--- src/include/readout_params.svh ---
`ifndef READOUT_PARAMS_SVH
`define READOUT_PARAMS_SVH

////////////////////////////////////////////////////////////
// Channel side
////////////////////////////////////////////////////////////
`define NUM_CHAN        4   // Front-end receiver channels
`define CHAN_DATA_W     24  // Payload bits per channel word
`define CHAN_ID_W       4   // Identifier field, index plus one
`define CHAN_FIFO_DEPTH 8   // Words per channel buffer

////////////////////////////////////////////////////////////
// Output side
////////////////////////////////////////////////////////////
`define OUT_FIFO_DEPTH  32  // Output FIFO words
`define NEAR_FULL_LEVEL 24  // Fill level for near-full
`define AXI_ADDR_W      8   // Byte address width
`define AXI_DATA_W      32  // AXI4-Lite data width

`endif

--- src/logic/readout_pkg.sv ---
`include "readout_params.svh"

package readout_pkg;

  // Word as delivered by one receiver channel
  typedef struct packed {
    logic [`CHAN_DATA_W-1:0] data;  // Receiver payload
    logic                    last;  // Last word of packet
  } chan_word_t;

  // Merged word as the host reads it from DATA
  typedef struct packed {
    logic [`CHAN_ID_W-1:0]                         id;    // Channel index plus one
    logic                                          last;  // Bit 27
    logic [`AXI_DATA_W-`CHAN_ID_W-`CHAN_DATA_W-2:0] zero;  // Bits 26..24, always 0
    logic [`CHAN_DATA_W-1:0]                       data;  // Bits 23..0
  } out_word_t;

  typedef logic [$clog2(`NUM_CHAN)-1:0] chan_idx_t;  // Channel number 0..3

endpackage

--- src/logic/regmap_pkg.sv ---
`include "readout_params.svh"

package regmap_pkg;

  // Byte offsets on the AXI4-Lite slave
  typedef enum logic [`AXI_ADDR_W-1:0] {
    REG_DATA    = 8'h00,  // RO, read pops one word
    REG_STATUS  = 8'h04,  // RO
    REG_CONTROL = 8'h08   // RW
  } reg_offset_e;

  typedef struct packed {
    logic [3:0]           zero_31;    // 31..28
    logic [`NUM_CHAN-1:0] overflow;   // 27..24, sticky per channel
    logic [3:0]           zero_23;    // 23..20
    logic                 rd_error;   // 19, sticky
    logic                 near_full;  // 18
    logic                 full;       // 17
    logic                 not_empty;  // 16
    logic [9:0]           zero_15;    // 15..6
    logic [5:0]           count;      // Output FIFO fill
  } status_t;

  typedef struct packed {
    logic [22:0]          zero_31;  // 31..9
    logic                 clear;    // Write 1 clears sticky flags
    logic [3:0]           zero_7;   // 7..4
    logic [`NUM_CHAN-1:0] enable;   // Channel enable mask
  } control_t;

  typedef enum logic [1:0] {
    RESP_OKAY   = 2'b00,
    RESP_SLVERR = 2'b10
  } axi_resp_e;

endpackage

--- src/logic/word_stream_if.sv ---
`include "readout_params.svh"

// Tagged word stream from the arbiter into the output FIFO
interface word_stream_if;

  logic                    valid;  // Word on offer
  logic                    ready;  // Output FIFO has room
  logic [`CHAN_DATA_W-1:0] data;   // Channel payload
  logic [`CHAN_ID_W-1:0]   chan;   // Identifier, index plus one
  logic                    last;   // End of packet

  modport source (
    output valid, data, chan, last,
    input  ready
  );

  modport sink (
    input  valid, data, chan, last,
    output ready
  );

endinterface

--- src/logic/word_fifo.sv ---
`include "readout_params.svh"

module word_fifo #(
  parameter type payload_t = readout_pkg::chan_word_t,
  parameter int  depth     = `CHAN_FIFO_DEPTH
) (
  input  logic                           bus_clk,
  input  logic                           rst_n,
  input  logic                           push,
  input  payload_t                       push_data,
  input  logic                           pop,
  output payload_t                       pop_data,   // Head word, shown before pop
  output logic                           empty,
  output logic                           full,
  output logic [$clog2(depth+1)-1:0]     count
);

  localparam int AW = (depth > 1) ? $clog2(depth) : 1;  // Pointer width
  localparam int CW = $clog2(depth + 1);                // Fill count width

  payload_t        mem [depth];  // Storage ring
  logic [AW-1:0]   wr_ptr;
  logic [AW-1:0]   rd_ptr;

  always_ff @(posedge bus_clk) begin
    if (push) mem[wr_ptr] <= push_data;  // Write port
  end

  always_ff @(posedge bus_clk or negedge rst_n) begin
    if (!rst_n) begin
      wr_ptr <= '0;
      rd_ptr <= '0;
      count  <= '0;
    end else begin
      if (push) wr_ptr <= (wr_ptr == AW'(depth - 1)) ? '0 : wr_ptr + 1'b1;  // Wrap at depth
      if (pop)  rd_ptr <= (rd_ptr == AW'(depth - 1)) ? '0 : rd_ptr + 1'b1;
      case ({push, pop})
        2'b10:   count <= count + 1'b1;
        2'b01:   count <= count - 1'b1;
        default: count <= count;  // Both or neither
      endcase
    end
  end

  assign pop_data = mem[rd_ptr];
  assign empty    = (count == '0);
  assign full     = (count == CW'(depth));

  // Callers must respect the flags
  a_no_push_full: assert property (@(posedge bus_clk) disable iff (!rst_n) !(push && full));
  a_no_pop_empty: assert property (@(posedge bus_clk) disable iff (!rst_n) !(pop && empty));

endmodule

--- src/logic/channel_buffers.sv ---
`include "readout_params.svh"

module channel_buffers (
  input  logic                                       bus_clk,
  input  logic                                       rst_n,
  input  logic [`NUM_CHAN-1:0]                       chan_valid,
  input  logic [`NUM_CHAN-1:0][`CHAN_DATA_W-1:0]     chan_data,
  input  logic [`NUM_CHAN-1:0]                       chan_last,
  input  logic [`NUM_CHAN-1:0]                       pop,         // One-hot from arbiter
  output readout_pkg::chan_word_t [`NUM_CHAN-1:0]    head,
  output logic [`NUM_CHAN-1:0]                       not_empty,
  input  logic                                       clear_sticky,
  output logic [`NUM_CHAN-1:0]                       overflow     // Sticky drop flags
);

  logic [`NUM_CHAN-1:0] full;
  logic [`NUM_CHAN-1:0] empty;
  logic [`NUM_CHAN-1:0] drop;  // Word lost this cycle

  for (genvar i = 0; i < `NUM_CHAN; i++) begin : g_chan
    readout_pkg::chan_word_t in_word;

    assign in_word.data = chan_data[i];
    assign in_word.last = chan_last[i];

    word_fifo #(
      .payload_t (readout_pkg::chan_word_t),
      .depth     (`CHAN_FIFO_DEPTH)
    ) u_fifo (
      .bus_clk   (bus_clk),
      .rst_n     (rst_n),
      .push      (chan_valid[i] & ~full[i]),  // No back-pressure upstream
      .push_data (in_word),
      .pop       (pop[i]),
      .pop_data  (head[i]),
      .empty     (empty[i]),
      .full      (full[i]),
      .count     ()
    );
  end

  assign not_empty = ~empty;
  assign drop      = chan_valid & full;

  always_ff @(posedge bus_clk or negedge rst_n) begin
    if (!rst_n) overflow <= '0;
    else        overflow <= (overflow & {`NUM_CHAN{~clear_sticky}}) | drop;  // New drop wins
  end

  // Arbiter serves one channel at a time, and only a filled one
  a_pop_onehot: assert property (@(posedge bus_clk) disable iff (!rst_n) $onehot0(pop));
  a_pop_filled: assert property (@(posedge bus_clk) disable iff (!rst_n)
                                 (pop & ~not_empty) == '0);

endmodule

--- src/logic/rr_arbiter.sv ---
`include "readout_params.svh"

module rr_arbiter (
  input  logic                                    bus_clk,
  input  logic                                    rst_n,
  input  logic [`NUM_CHAN-1:0]                    not_empty,
  input  readout_pkg::chan_word_t [`NUM_CHAN-1:0] head,
  output logic [`NUM_CHAN-1:0]                    pop,
  input  logic [`NUM_CHAN-1:0]                    enable,   // Sampled at packet start only
  word_stream_if.source                           out
);

  localparam int ID_W = `CHAN_ID_W;

  readout_pkg::chan_idx_t sel;          // Channel being served
  readout_pkg::chan_idx_t last_served;  // Search starts after this one
  readout_pkg::chan_idx_t next_sel;
  readout_pkg::chan_idx_t idx;
  logic                   active;       // Locked inside a packet
  logic                   found;
  logic                   xfer;

  ////////////////////////////////////////////////////////////
  // Round-robin search
  ////////////////////////////////////////////////////////////
  always_comb begin
    found    = 1'b0;
    next_sel = last_served;
    idx      = last_served;
    for (int k = 1; k <= `NUM_CHAN; k++) begin
      idx = readout_pkg::chan_idx_t'((int'(last_served) + k) % `NUM_CHAN);  // Upward, wrapping
      if (!found && enable[idx] && not_empty[idx]) begin
        found    = 1'b1;
        next_sel = idx;
      end
    end
  end

  always_ff @(posedge bus_clk or negedge rst_n) begin
    if (!rst_n) begin
      active      <= 1'b0;
      sel         <= '0;
      last_served <= readout_pkg::chan_idx_t'(`NUM_CHAN - 1);  // First search hits channel 0
    end else if (!active) begin
      if (found) begin
        sel    <= next_sel;
        active <= 1'b1;
      end
    end else if (xfer && head[sel].last) begin
      active      <= 1'b0;  // Packet done, pick again next cycle
      last_served <= sel;
    end
  end

  ////////////////////////////////////////////////////////////
  // Stream side
  ////////////////////////////////////////////////////////////
  assign out.valid = active & not_empty[sel];  // Head is stable until we pop it
  assign out.data  = head[sel].data;
  assign out.last  = head[sel].last;
  assign out.chan  = ID_W'(sel) + 1'b1;        // Tag is index plus one
  assign xfer      = out.valid & out.ready;

  always_comb begin
    pop = '0;
    if (xfer) pop[sel] = 1'b1;  // Consume word as it moves
  end

  // Held word must not change while the output FIFO is full
  a_stream_hold: assert property (@(posedge bus_clk) disable iff (!rst_n)
    out.valid && !out.ready |=> out.valid && $stable({out.data, out.chan, out.last}));

endmodule

--- src/logic/axil_readout.sv ---
`include "readout_params.svh"

module axil_readout (
  input  logic                     bus_clk,
  input  logic                     rst_n,
  word_stream_if.sink              in,
  input  logic [`AXI_ADDR_W-1:0]   awaddr,
  input  logic                     awvalid,
  output logic                     awready,
  input  logic [`AXI_DATA_W-1:0]   wdata,
  input  logic [`AXI_DATA_W/8-1:0] wstrb,
  input  logic                     wvalid,
  output logic                     wready,
  output logic [1:0]               bresp,
  output logic                     bvalid,
  input  logic                     bready,
  input  logic [`AXI_ADDR_W-1:0]   araddr,
  input  logic                     arvalid,
  output logic                     arready,
  output logic [`AXI_DATA_W-1:0]   rdata,
  output logic [1:0]               rresp,
  output logic                     rvalid,
  input  logic                     rready,
  output logic [`NUM_CHAN-1:0]     enable,
  output logic                     clear_sticky,  // One-cycle pulse
  input  logic [`NUM_CHAN-1:0]     overflow
);

  localparam int CW = $clog2(`OUT_FIFO_DEPTH + 1);

  readout_pkg::out_word_t push_word, fifo_head;
  regmap_pkg::status_t    status;
  regmap_pkg::control_t   ctl_rd, wr_ctl;
  regmap_pkg::axi_resp_e  rd_resp;
  logic [CW-1:0]          fifo_count;
  logic [`AXI_DATA_W-1:0] rd_mux;
  logic                   fifo_empty, fifo_full, fifo_pop;
  logic                   wr_go, ar_go, rd_error, rd_err_hit;

  ////////////////////////////////////////////////////////////
  // Output FIFO
  ////////////////////////////////////////////////////////////
  always_comb begin
    push_word      = '0;
    push_word.id   = in.chan;
    push_word.last = in.last;
    push_word.data = in.data;
  end

  assign in.ready = ~fifo_full;  // Arbiter holds its word when full

  word_fifo #(.payload_t(readout_pkg::out_word_t), .depth(`OUT_FIFO_DEPTH)) u_out_fifo (
    .bus_clk (bus_clk), .rst_n (rst_n),
    .push (in.valid & ~fifo_full), .push_data (push_word),
    .pop (fifo_pop), .pop_data (fifo_head),
    .empty (fifo_empty), .full (fifo_full), .count (fifo_count)
  );

  always_comb begin
    status           = '0;
    status.count     = fifo_count;
    status.not_empty = ~fifo_empty;
    status.full      = fifo_full;
    status.near_full = (fifo_count >= CW'(`NEAR_FULL_LEVEL));
    status.rd_error  = rd_error;
    status.overflow  = overflow;
    ctl_rd           = '0;
    ctl_rd.enable    = enable;  // Clear bit reads 0
  end

  ////////////////////////////////////////////////////////////
  // Read decode
  ////////////////////////////////////////////////////////////
  always_comb begin
    rd_mux     = '0;
    rd_resp    = regmap_pkg::RESP_OKAY;
    rd_err_hit = 1'b0;
    case (araddr)
      regmap_pkg::REG_DATA: begin
        if (fifo_empty) begin
          rd_resp    = regmap_pkg::RESP_SLVERR;  // Underflow
          rd_err_hit = 1'b1;
        end else begin
          rd_mux = fifo_head;
        end
      end
      regmap_pkg::REG_STATUS:  rd_mux = status;
      regmap_pkg::REG_CONTROL: rd_mux = ctl_rd;
      default:                 rd_resp = regmap_pkg::RESP_SLVERR;  // Unmapped
    endcase
  end

  assign fifo_pop = ar_go & (araddr == regmap_pkg::REG_DATA) & ~fifo_empty;
  assign wr_ctl   = wdata;
  assign awready  = wr_go;  // Address and data taken together
  assign wready   = wr_go;
  assign arready  = ar_go;

  always_ff @(posedge bus_clk or negedge rst_n) begin
    if (!rst_n) begin
      wr_go        <= 1'b0;
      ar_go        <= 1'b0;
      bvalid       <= 1'b0;
      bresp        <= regmap_pkg::RESP_OKAY;
      rvalid       <= 1'b0;
      rresp        <= regmap_pkg::RESP_OKAY;
      enable       <= '1;  // All channels on
      clear_sticky <= 1'b0;
      rd_error     <= 1'b0;
    end else begin
      wr_go        <= ~wr_go & ~bvalid & awvalid & wvalid;
      ar_go        <= ~ar_go & ~rvalid & arvalid;
      clear_sticky <= 1'b0;
      if (wr_go) begin
        bvalid <= 1'b1;
        bresp  <= regmap_pkg::RESP_SLVERR;  // Unless CONTROL below
        if (awaddr == regmap_pkg::REG_CONTROL) begin
          bresp <= regmap_pkg::RESP_OKAY;
          if (wstrb[0]) enable <= wr_ctl.enable;
          clear_sticky <= wstrb[1] & wr_ctl.clear;
        end
      end else if (bready) begin
        bvalid <= 1'b0;
      end
      if (ar_go) begin
        rvalid <= 1'b1;
        rresp  <= rd_resp;
      end else if (rready) begin
        rvalid <= 1'b0;
      end
      rd_error <= (rd_error & ~clear_sticky) | (ar_go & rd_err_hit);  // Set wins
    end
  end

  always_ff @(posedge bus_clk) begin
    if (ar_go) rdata <= rd_mux;  // Held until next read
  end

endmodule

--- src/logic/readout_top.sv ---
`include "readout_params.svh"

module readout_top (
  input  logic                                   bus_clk,
  input  logic                                   rst_n,
  input  logic [`NUM_CHAN-1:0]                   chan_valid,
  input  logic [`NUM_CHAN-1:0][`CHAN_DATA_W-1:0] chan_data,
  input  logic [`NUM_CHAN-1:0]                   chan_last,
  input  logic [`AXI_ADDR_W-1:0]                 awaddr,
  input  logic                                   awvalid,
  output logic                                   awready,
  input  logic [`AXI_DATA_W-1:0]                 wdata,
  input  logic [`AXI_DATA_W/8-1:0]               wstrb,
  input  logic                                   wvalid,
  output logic                                   wready,
  output logic [1:0]                             bresp,
  output logic                                   bvalid,
  input  logic                                   bready,
  input  logic [`AXI_ADDR_W-1:0]                 araddr,
  input  logic                                   arvalid,
  output logic                                   arready,
  output logic [`AXI_DATA_W-1:0]                 rdata,
  output logic [1:0]                             rresp,
  output logic                                   rvalid,
  input  logic                                   rready
);

  readout_pkg::chan_word_t [`NUM_CHAN-1:0] head;  // Buffer heads to arbiter
  logic [`NUM_CHAN-1:0]                    not_empty;
  logic [`NUM_CHAN-1:0]                    pop;
  logic [`NUM_CHAN-1:0]                    enable;
  logic [`NUM_CHAN-1:0]                    overflow;
  logic                                    clear_sticky;

  word_stream_if u_stream ();  // Arbiter to output FIFO

  channel_buffers u_channel_buffers (
    .bus_clk (bus_clk), .rst_n (rst_n),
    .chan_valid (chan_valid), .chan_data (chan_data), .chan_last (chan_last),
    .pop (pop), .head (head), .not_empty (not_empty),
    .clear_sticky (clear_sticky), .overflow (overflow)
  );

  rr_arbiter u_rr_arbiter (
    .bus_clk (bus_clk), .rst_n (rst_n),
    .not_empty (not_empty), .head (head), .pop (pop),
    .enable (enable), .out (u_stream.source)
  );

  axil_readout u_axil_readout (
    .bus_clk (bus_clk), .rst_n (rst_n), .in (u_stream.sink),
    .awaddr (awaddr), .awvalid (awvalid), .awready (awready),
    .wdata (wdata), .wstrb (wstrb), .wvalid (wvalid), .wready (wready),
    .bresp (bresp), .bvalid (bvalid), .bready (bready),
    .araddr (araddr), .arvalid (arvalid), .arready (arready),
    .rdata (rdata), .rresp (rresp), .rvalid (rvalid), .rready (rready),
    .enable (enable), .clear_sticky (clear_sticky), .overflow (overflow)
  );

endmodule

--- config.mk ---
export PLATFORM = sky130hd
export DESIGN_NAME = readout_top
export DESIGN_NICKNAME = d
export VERILOG_FILES = /design/src/logic/readout_pkg.sv /design/src/logic/regmap_pkg.sv /design/src/logic/word_stream_if.sv /design/src/logic/word_fifo.sv /design/src/logic/channel_buffers.sv /design/src/logic/rr_arbiter.sv /design/src/logic/axil_readout.sv /design/src/logic/readout_top.sv
export VERILOG_INCLUDE_DIRS = /design/src /design/src/include
export SDC_FILE = /design/constraint.sdc
export NUM_CORES = 2
export LEC_CHECK = 0
export BUFFER_PORTS_ARGS = -buffer_cell sky130_fd_sc_hd__clkbuf_2
export CAP_MARGIN = 20
export CORE_MARGIN = 2
export CORE_UTILIZATION = 56
export DETAILED_ROUTE_END_ITERATION = 6
export HOLD_SLACK_MARGIN = 0.03
export PLACE_DENSITY = 0.74
export SLEW_MARGIN = 20
export SYNTH_ARGS = -nofsm -noshare
export SYNTH_HDL_FRONTEND = slang
export SYNTH_SLANG_ARGS = --single-unit
--- constraint.sdc ---
create_clock -name bus_clk -period 3.5 [get_ports bus_clk]
set_input_delay 0.525 -clock bus_clk [delete_from_list [all_inputs] [get_ports bus_clk]]
set_output_delay 0.525 -clock bus_clk [all_outputs]
set_load 0.02 [all_outputs]
==> metrics.csv <==
metric,value,unit
max cap viols,0,
starting density of the core,0.566,
sequential-to-total area share from yosys stat,0.766,
"delay-heaviest family, CP",compound AO/OA/AOI/OAI gates,
first-pass GRT wire length,246000,µm
vias per cell,6.41,
Die Y,358,µm
crit path max fanout,12,
Simple-Gate Fraction of Synth Area,0.0175,
mux cell area share after synthesis,0.182,
WP data arrival,4.10,ns
post-synthesis instance total,3093,
Worst Tran Pin Value,1.10,ns
final hold slack,0.124,ns
internal power,0.0430,W
post-synthesis adder-cell area fraction,0.00862,
Final Hold Violating Endpoints,0,
Switch Pwr,0.0166,W
fin cells,5424,
CP max stage cell,mux4_2,
DP Area,75100,µm²
Max rail drop VDD,556,µV
Max Freq,0.297,GHz
share of layout cells above drive strength 1,0.328,
drt first-iter violations,4458,
Post-synth EDFFs,1727,
#FFs+latches synth,1804,
dominant synthesized flop cell,edfxtp_1,
P_leak,26.4,nW
layout net count,3836,
Crit Path Class,reg2reg,
gpl congestion,0.836,
remaining antenna violation count after routing,0,
CTS tree,built,
die width,358,µm
Num CTS Buffers,174,
CTS root buf,clkbuf_16,
Vias,34700,
DRT Wirelength,169000,µm
Worst Setup Start Kind,flop,
worst min-delay path category,in2reg,
htree depth,4,
Final Setup Violations,0,
"FFs w/ async S/R, synth",0.0427,
CP max stage delay,0.50,ns
die area,128000,µm²
"Avg Cell Area, Syn",22.7,µm²
Port Buffer Count,171,
gr ovfl total,0,
critical path startpoint,u_channel_buffers.g_chan[3].u_fifo.count[0],
Switching Share,0.278,
Clock transition at path regs,0.07,ns
total power,0.0595,W
initial antenna violation count,22,
core box area,124000,µm²
Post-Synth XOR/XNOR Area,0.00299,
clock sinks,1804,
Max clock buf depth,3,
PwrDens,727,nW/µm²
largest family of logic cells by synthesized area,multiplexers,
r2r startpoint,u_channel_buffers.g_chan[3].u_fifo.count[0],
clock power share,0.310,
Post-Syn Area,70200,µm²
period utilization,0.960,
"Slew Viols, Final",0,
Layout area overhead,16.7,%
RSZ-0062 raised after global routing,false,
GRT Util Overall,0.269,
TritonRoute pass-1 iters,5,
outcome,"finished, final reports clean",
I/O pins,204,
vias in the first global route,35800,
Placed Cells,4970,
relative slew slack,0.267,
power share of the combinational group,0.189,
critical hold path startpoint,chan_valid[3],
fillers,7511,
Max Clock Skew,0.0672,ns
Worst Path Buf+Inv,3,
critical-path cell list,nor4_1 -> mux4_2 -> a211oi_4 -> inv_2 -> ha_1 -> buf_4 -> xor2_1 -> ha_1 -> inv_1 -> nor3b_1 -> o21ai_0 -> a21oi_1 -> xor2_1,
synth unique cells,64,
HPWL after detailed placement,101000,µm
postcts setup bufs,0,
critical path capture point type,flop,
std cell rows,129,
Synth Warn #,0,
post-route cell area,82000,µm²
Tmin final,3.36,ns
share of power burned in registers,0.501,
CP Data Required Time,4.24,ns
post-DR wirelength/cell,31.2,µm
setup TNS,0,ns
largest net degree at the start of global routing,53,
# DRC,0,
compound-cell area share of the yosys netlist,0.00953,
clk_lat worst skew,0.83,ns
## power groups by stage
stage	clock, W	combinational (W)	sequential [W]
3_5_place_dp	0	0.0110	0.0302
2_1_floorplan	0	0.00627	0.0297
4_1_cts	0.0187	0.0112	0.0298
5_1_grt	0.0195	0.0119	0.0300
3_3_place_gp	0	0.0104	0.0300
6_report	0.0185	0.0112	0.0299
## placed cells by master (no fill, tap or decap), types with 6 or more instances in the layout
master	count
nor2_1	50
clkbuf_2	170
dfrtp_4	8
inv_1	58
edfxtp_1	1727
clkbuf_1	54
clkinv_2	19
dfstp_2	6
mux2i_1	142
nor2_4	32
clkbuf_16	178
buf_12	45
nand2_1	44
dfrtp_1	56
xnor2_1	9
nor2_2	13
o21ai_0	25
a21oi_1	11
nand2b_1	16
dfrtp_2	7
nor2b_1	14
clkinvlp_4	9
clkinv_1	33
nor3_2	17
mux2_2	24
bufinv_16	11
nor3_1	12
a21o_1	10
xor2_1	15
clkbuf_8	7
ha_1	42
nand3b_1	6
nand3_1	18
buf_4	170
diode_2	11
dlygate4sd3_1	117
mux4_2	494
nor4_1	7
a22oi_1	9
## synthesized netlist by cell type, drive strengths merged (3+ instances only)
library cell / count / share of area
edfxtp: 1727 / 0.74
mux4: 494 / 0.16
mux2i: 142 / 0.020
nor2: 95 / 0.0051
buf: 84 / 0.0062
dfrtp: 71 / 0.025
clkbuf: 63 / 0.0034
inv: 62 / 0.0033
nand2: 44 / 0.0024
ha: 42 / 0.0075
nor3: 29 / 0.0021
o21ai: 25 / 0.0018
mux2: 24 / 0.0038
nand3: 18 / 0.0013
nand2b: 16 / 0.0014
xor2: 15 / 0.0019
nor2b: 14 / 0.0012
nor4: 12 / 0.0012
a21oi: 11 / 0.00078
a21o: 10 / 0.0011
a22oi: 9 / 0.00096
xnor2: 9 / 0.0011
dfstp: 6 / 0.0022
nand3b: 6 / 0.00064
and3: 5 / 0.00045
o2111ai: 5 / 0.00062
o22ai: 5 / 0.00045
fa: 4 / 0.0011
a32o: 3 / 0.00043
o41a: 3 / 0.00048
or3: 3 / 0.00027
or4: 3 / 0.00032
## per-stage QoR
step | util | setup slack, ns
2_1_floorplan | - | 0.0243
3_3_place_gp | 0.605 | 0.138
3_5_place_dp | 0.605 | 0.109
5_1_grt | 0.660 | 0.0152
4_1_cts | 0.660 | 0.0505
6_report | 0.660 | 0.138
## tightest hold or removal path, stage by stage
cell,delay [ns]
clkbuf_2,0.14
nand3_1,0.15
o21ai_0,0.09
## layer usage
| metal | routed length [µm] | track usage | vias to the layer above |
|---|---|---|---|
| met5 | 102 | 0 | - |
| met4 | 5970 | 0.0960 | 16 |
| met3 | 15000 | 0.0569 | 335 |
| met2 | 85400 | 0.443 | 1984 |
| met1 | 62500 | 0.360 | 18300 |
| li1 | - | - | 14100 |
## cells by family after synthesis
group / Yosys count
AOI/OAI and AO/OA: 94
xor gates and xnor gates: 24
adders and majority gates: 46
buffers and inverters: 209
DFF: 1804
muxes: 660
other: 1
and+or+nand+nor: 255
## flip-flops by register name (all words and copies together), names as in the netlist, 6 cells and up
| signal | flops |
|---|---|
| u_axil_readout.rdata | 31 |
| u_channel_buffers.g_chan.u_fifo.mem | 800 |
| u_axil_readout.u_out_fifo.count | 6 |
| u_channel_buffers.g_chan.u_fifo.count | 16 |
| u_axil_readout.u_out_fifo.mem | 896 |
| u_channel_buffers.g_chan.u_fifo.rd_ptr | 12 |
| u_channel_buffers.g_chan.u_fifo.wr_ptr | 12 |
## final timing paths
| kind | endpoint | slack [ns] | cells past startpoint |
|---|---|---|---|
| hold reg to reg | u_axil_readout.awready | 0.51 | 1 |
| max in group asynchronous | u_channel_buffers.g_chan[1].u_fifo.rd_ptr[0] | 2.31 | 3 |
| hold / removal | u_channel_buffers.overflow[3] | 0.12 | 3 |
| min in group asynchronous | u_axil_readout.rvalid | 0.33 | 2 |
| setup / recovery | u_axil_readout.u_out_fifo.count[4] | 0.14 | 13 |
| setup reg to reg | u_axil_readout.u_out_fifo.count[4] | 0.14 | 13 |
## layout make-up
cell class                 instances  area, µm²  area share
multi-input combinational       1082      16000       0.195
inverter                          62        235     0.00287
clock buffer                     239       4750      0.0580
clock inverter                    86        897      0.0109
sequential                      1804      53800       0.657
tap                             1637       2050      0.0250
timing repair buffer             503       4210      0.0514
antenna                           11       27.5    0.000336
## repair_timing
action,in CTS,in global routing
resized for setup,0,2
hold buffers,117,0
hold endpoints to repair,860,0
endpoints found under the setup margin,0,3
(Power assumes the default switching activity.)
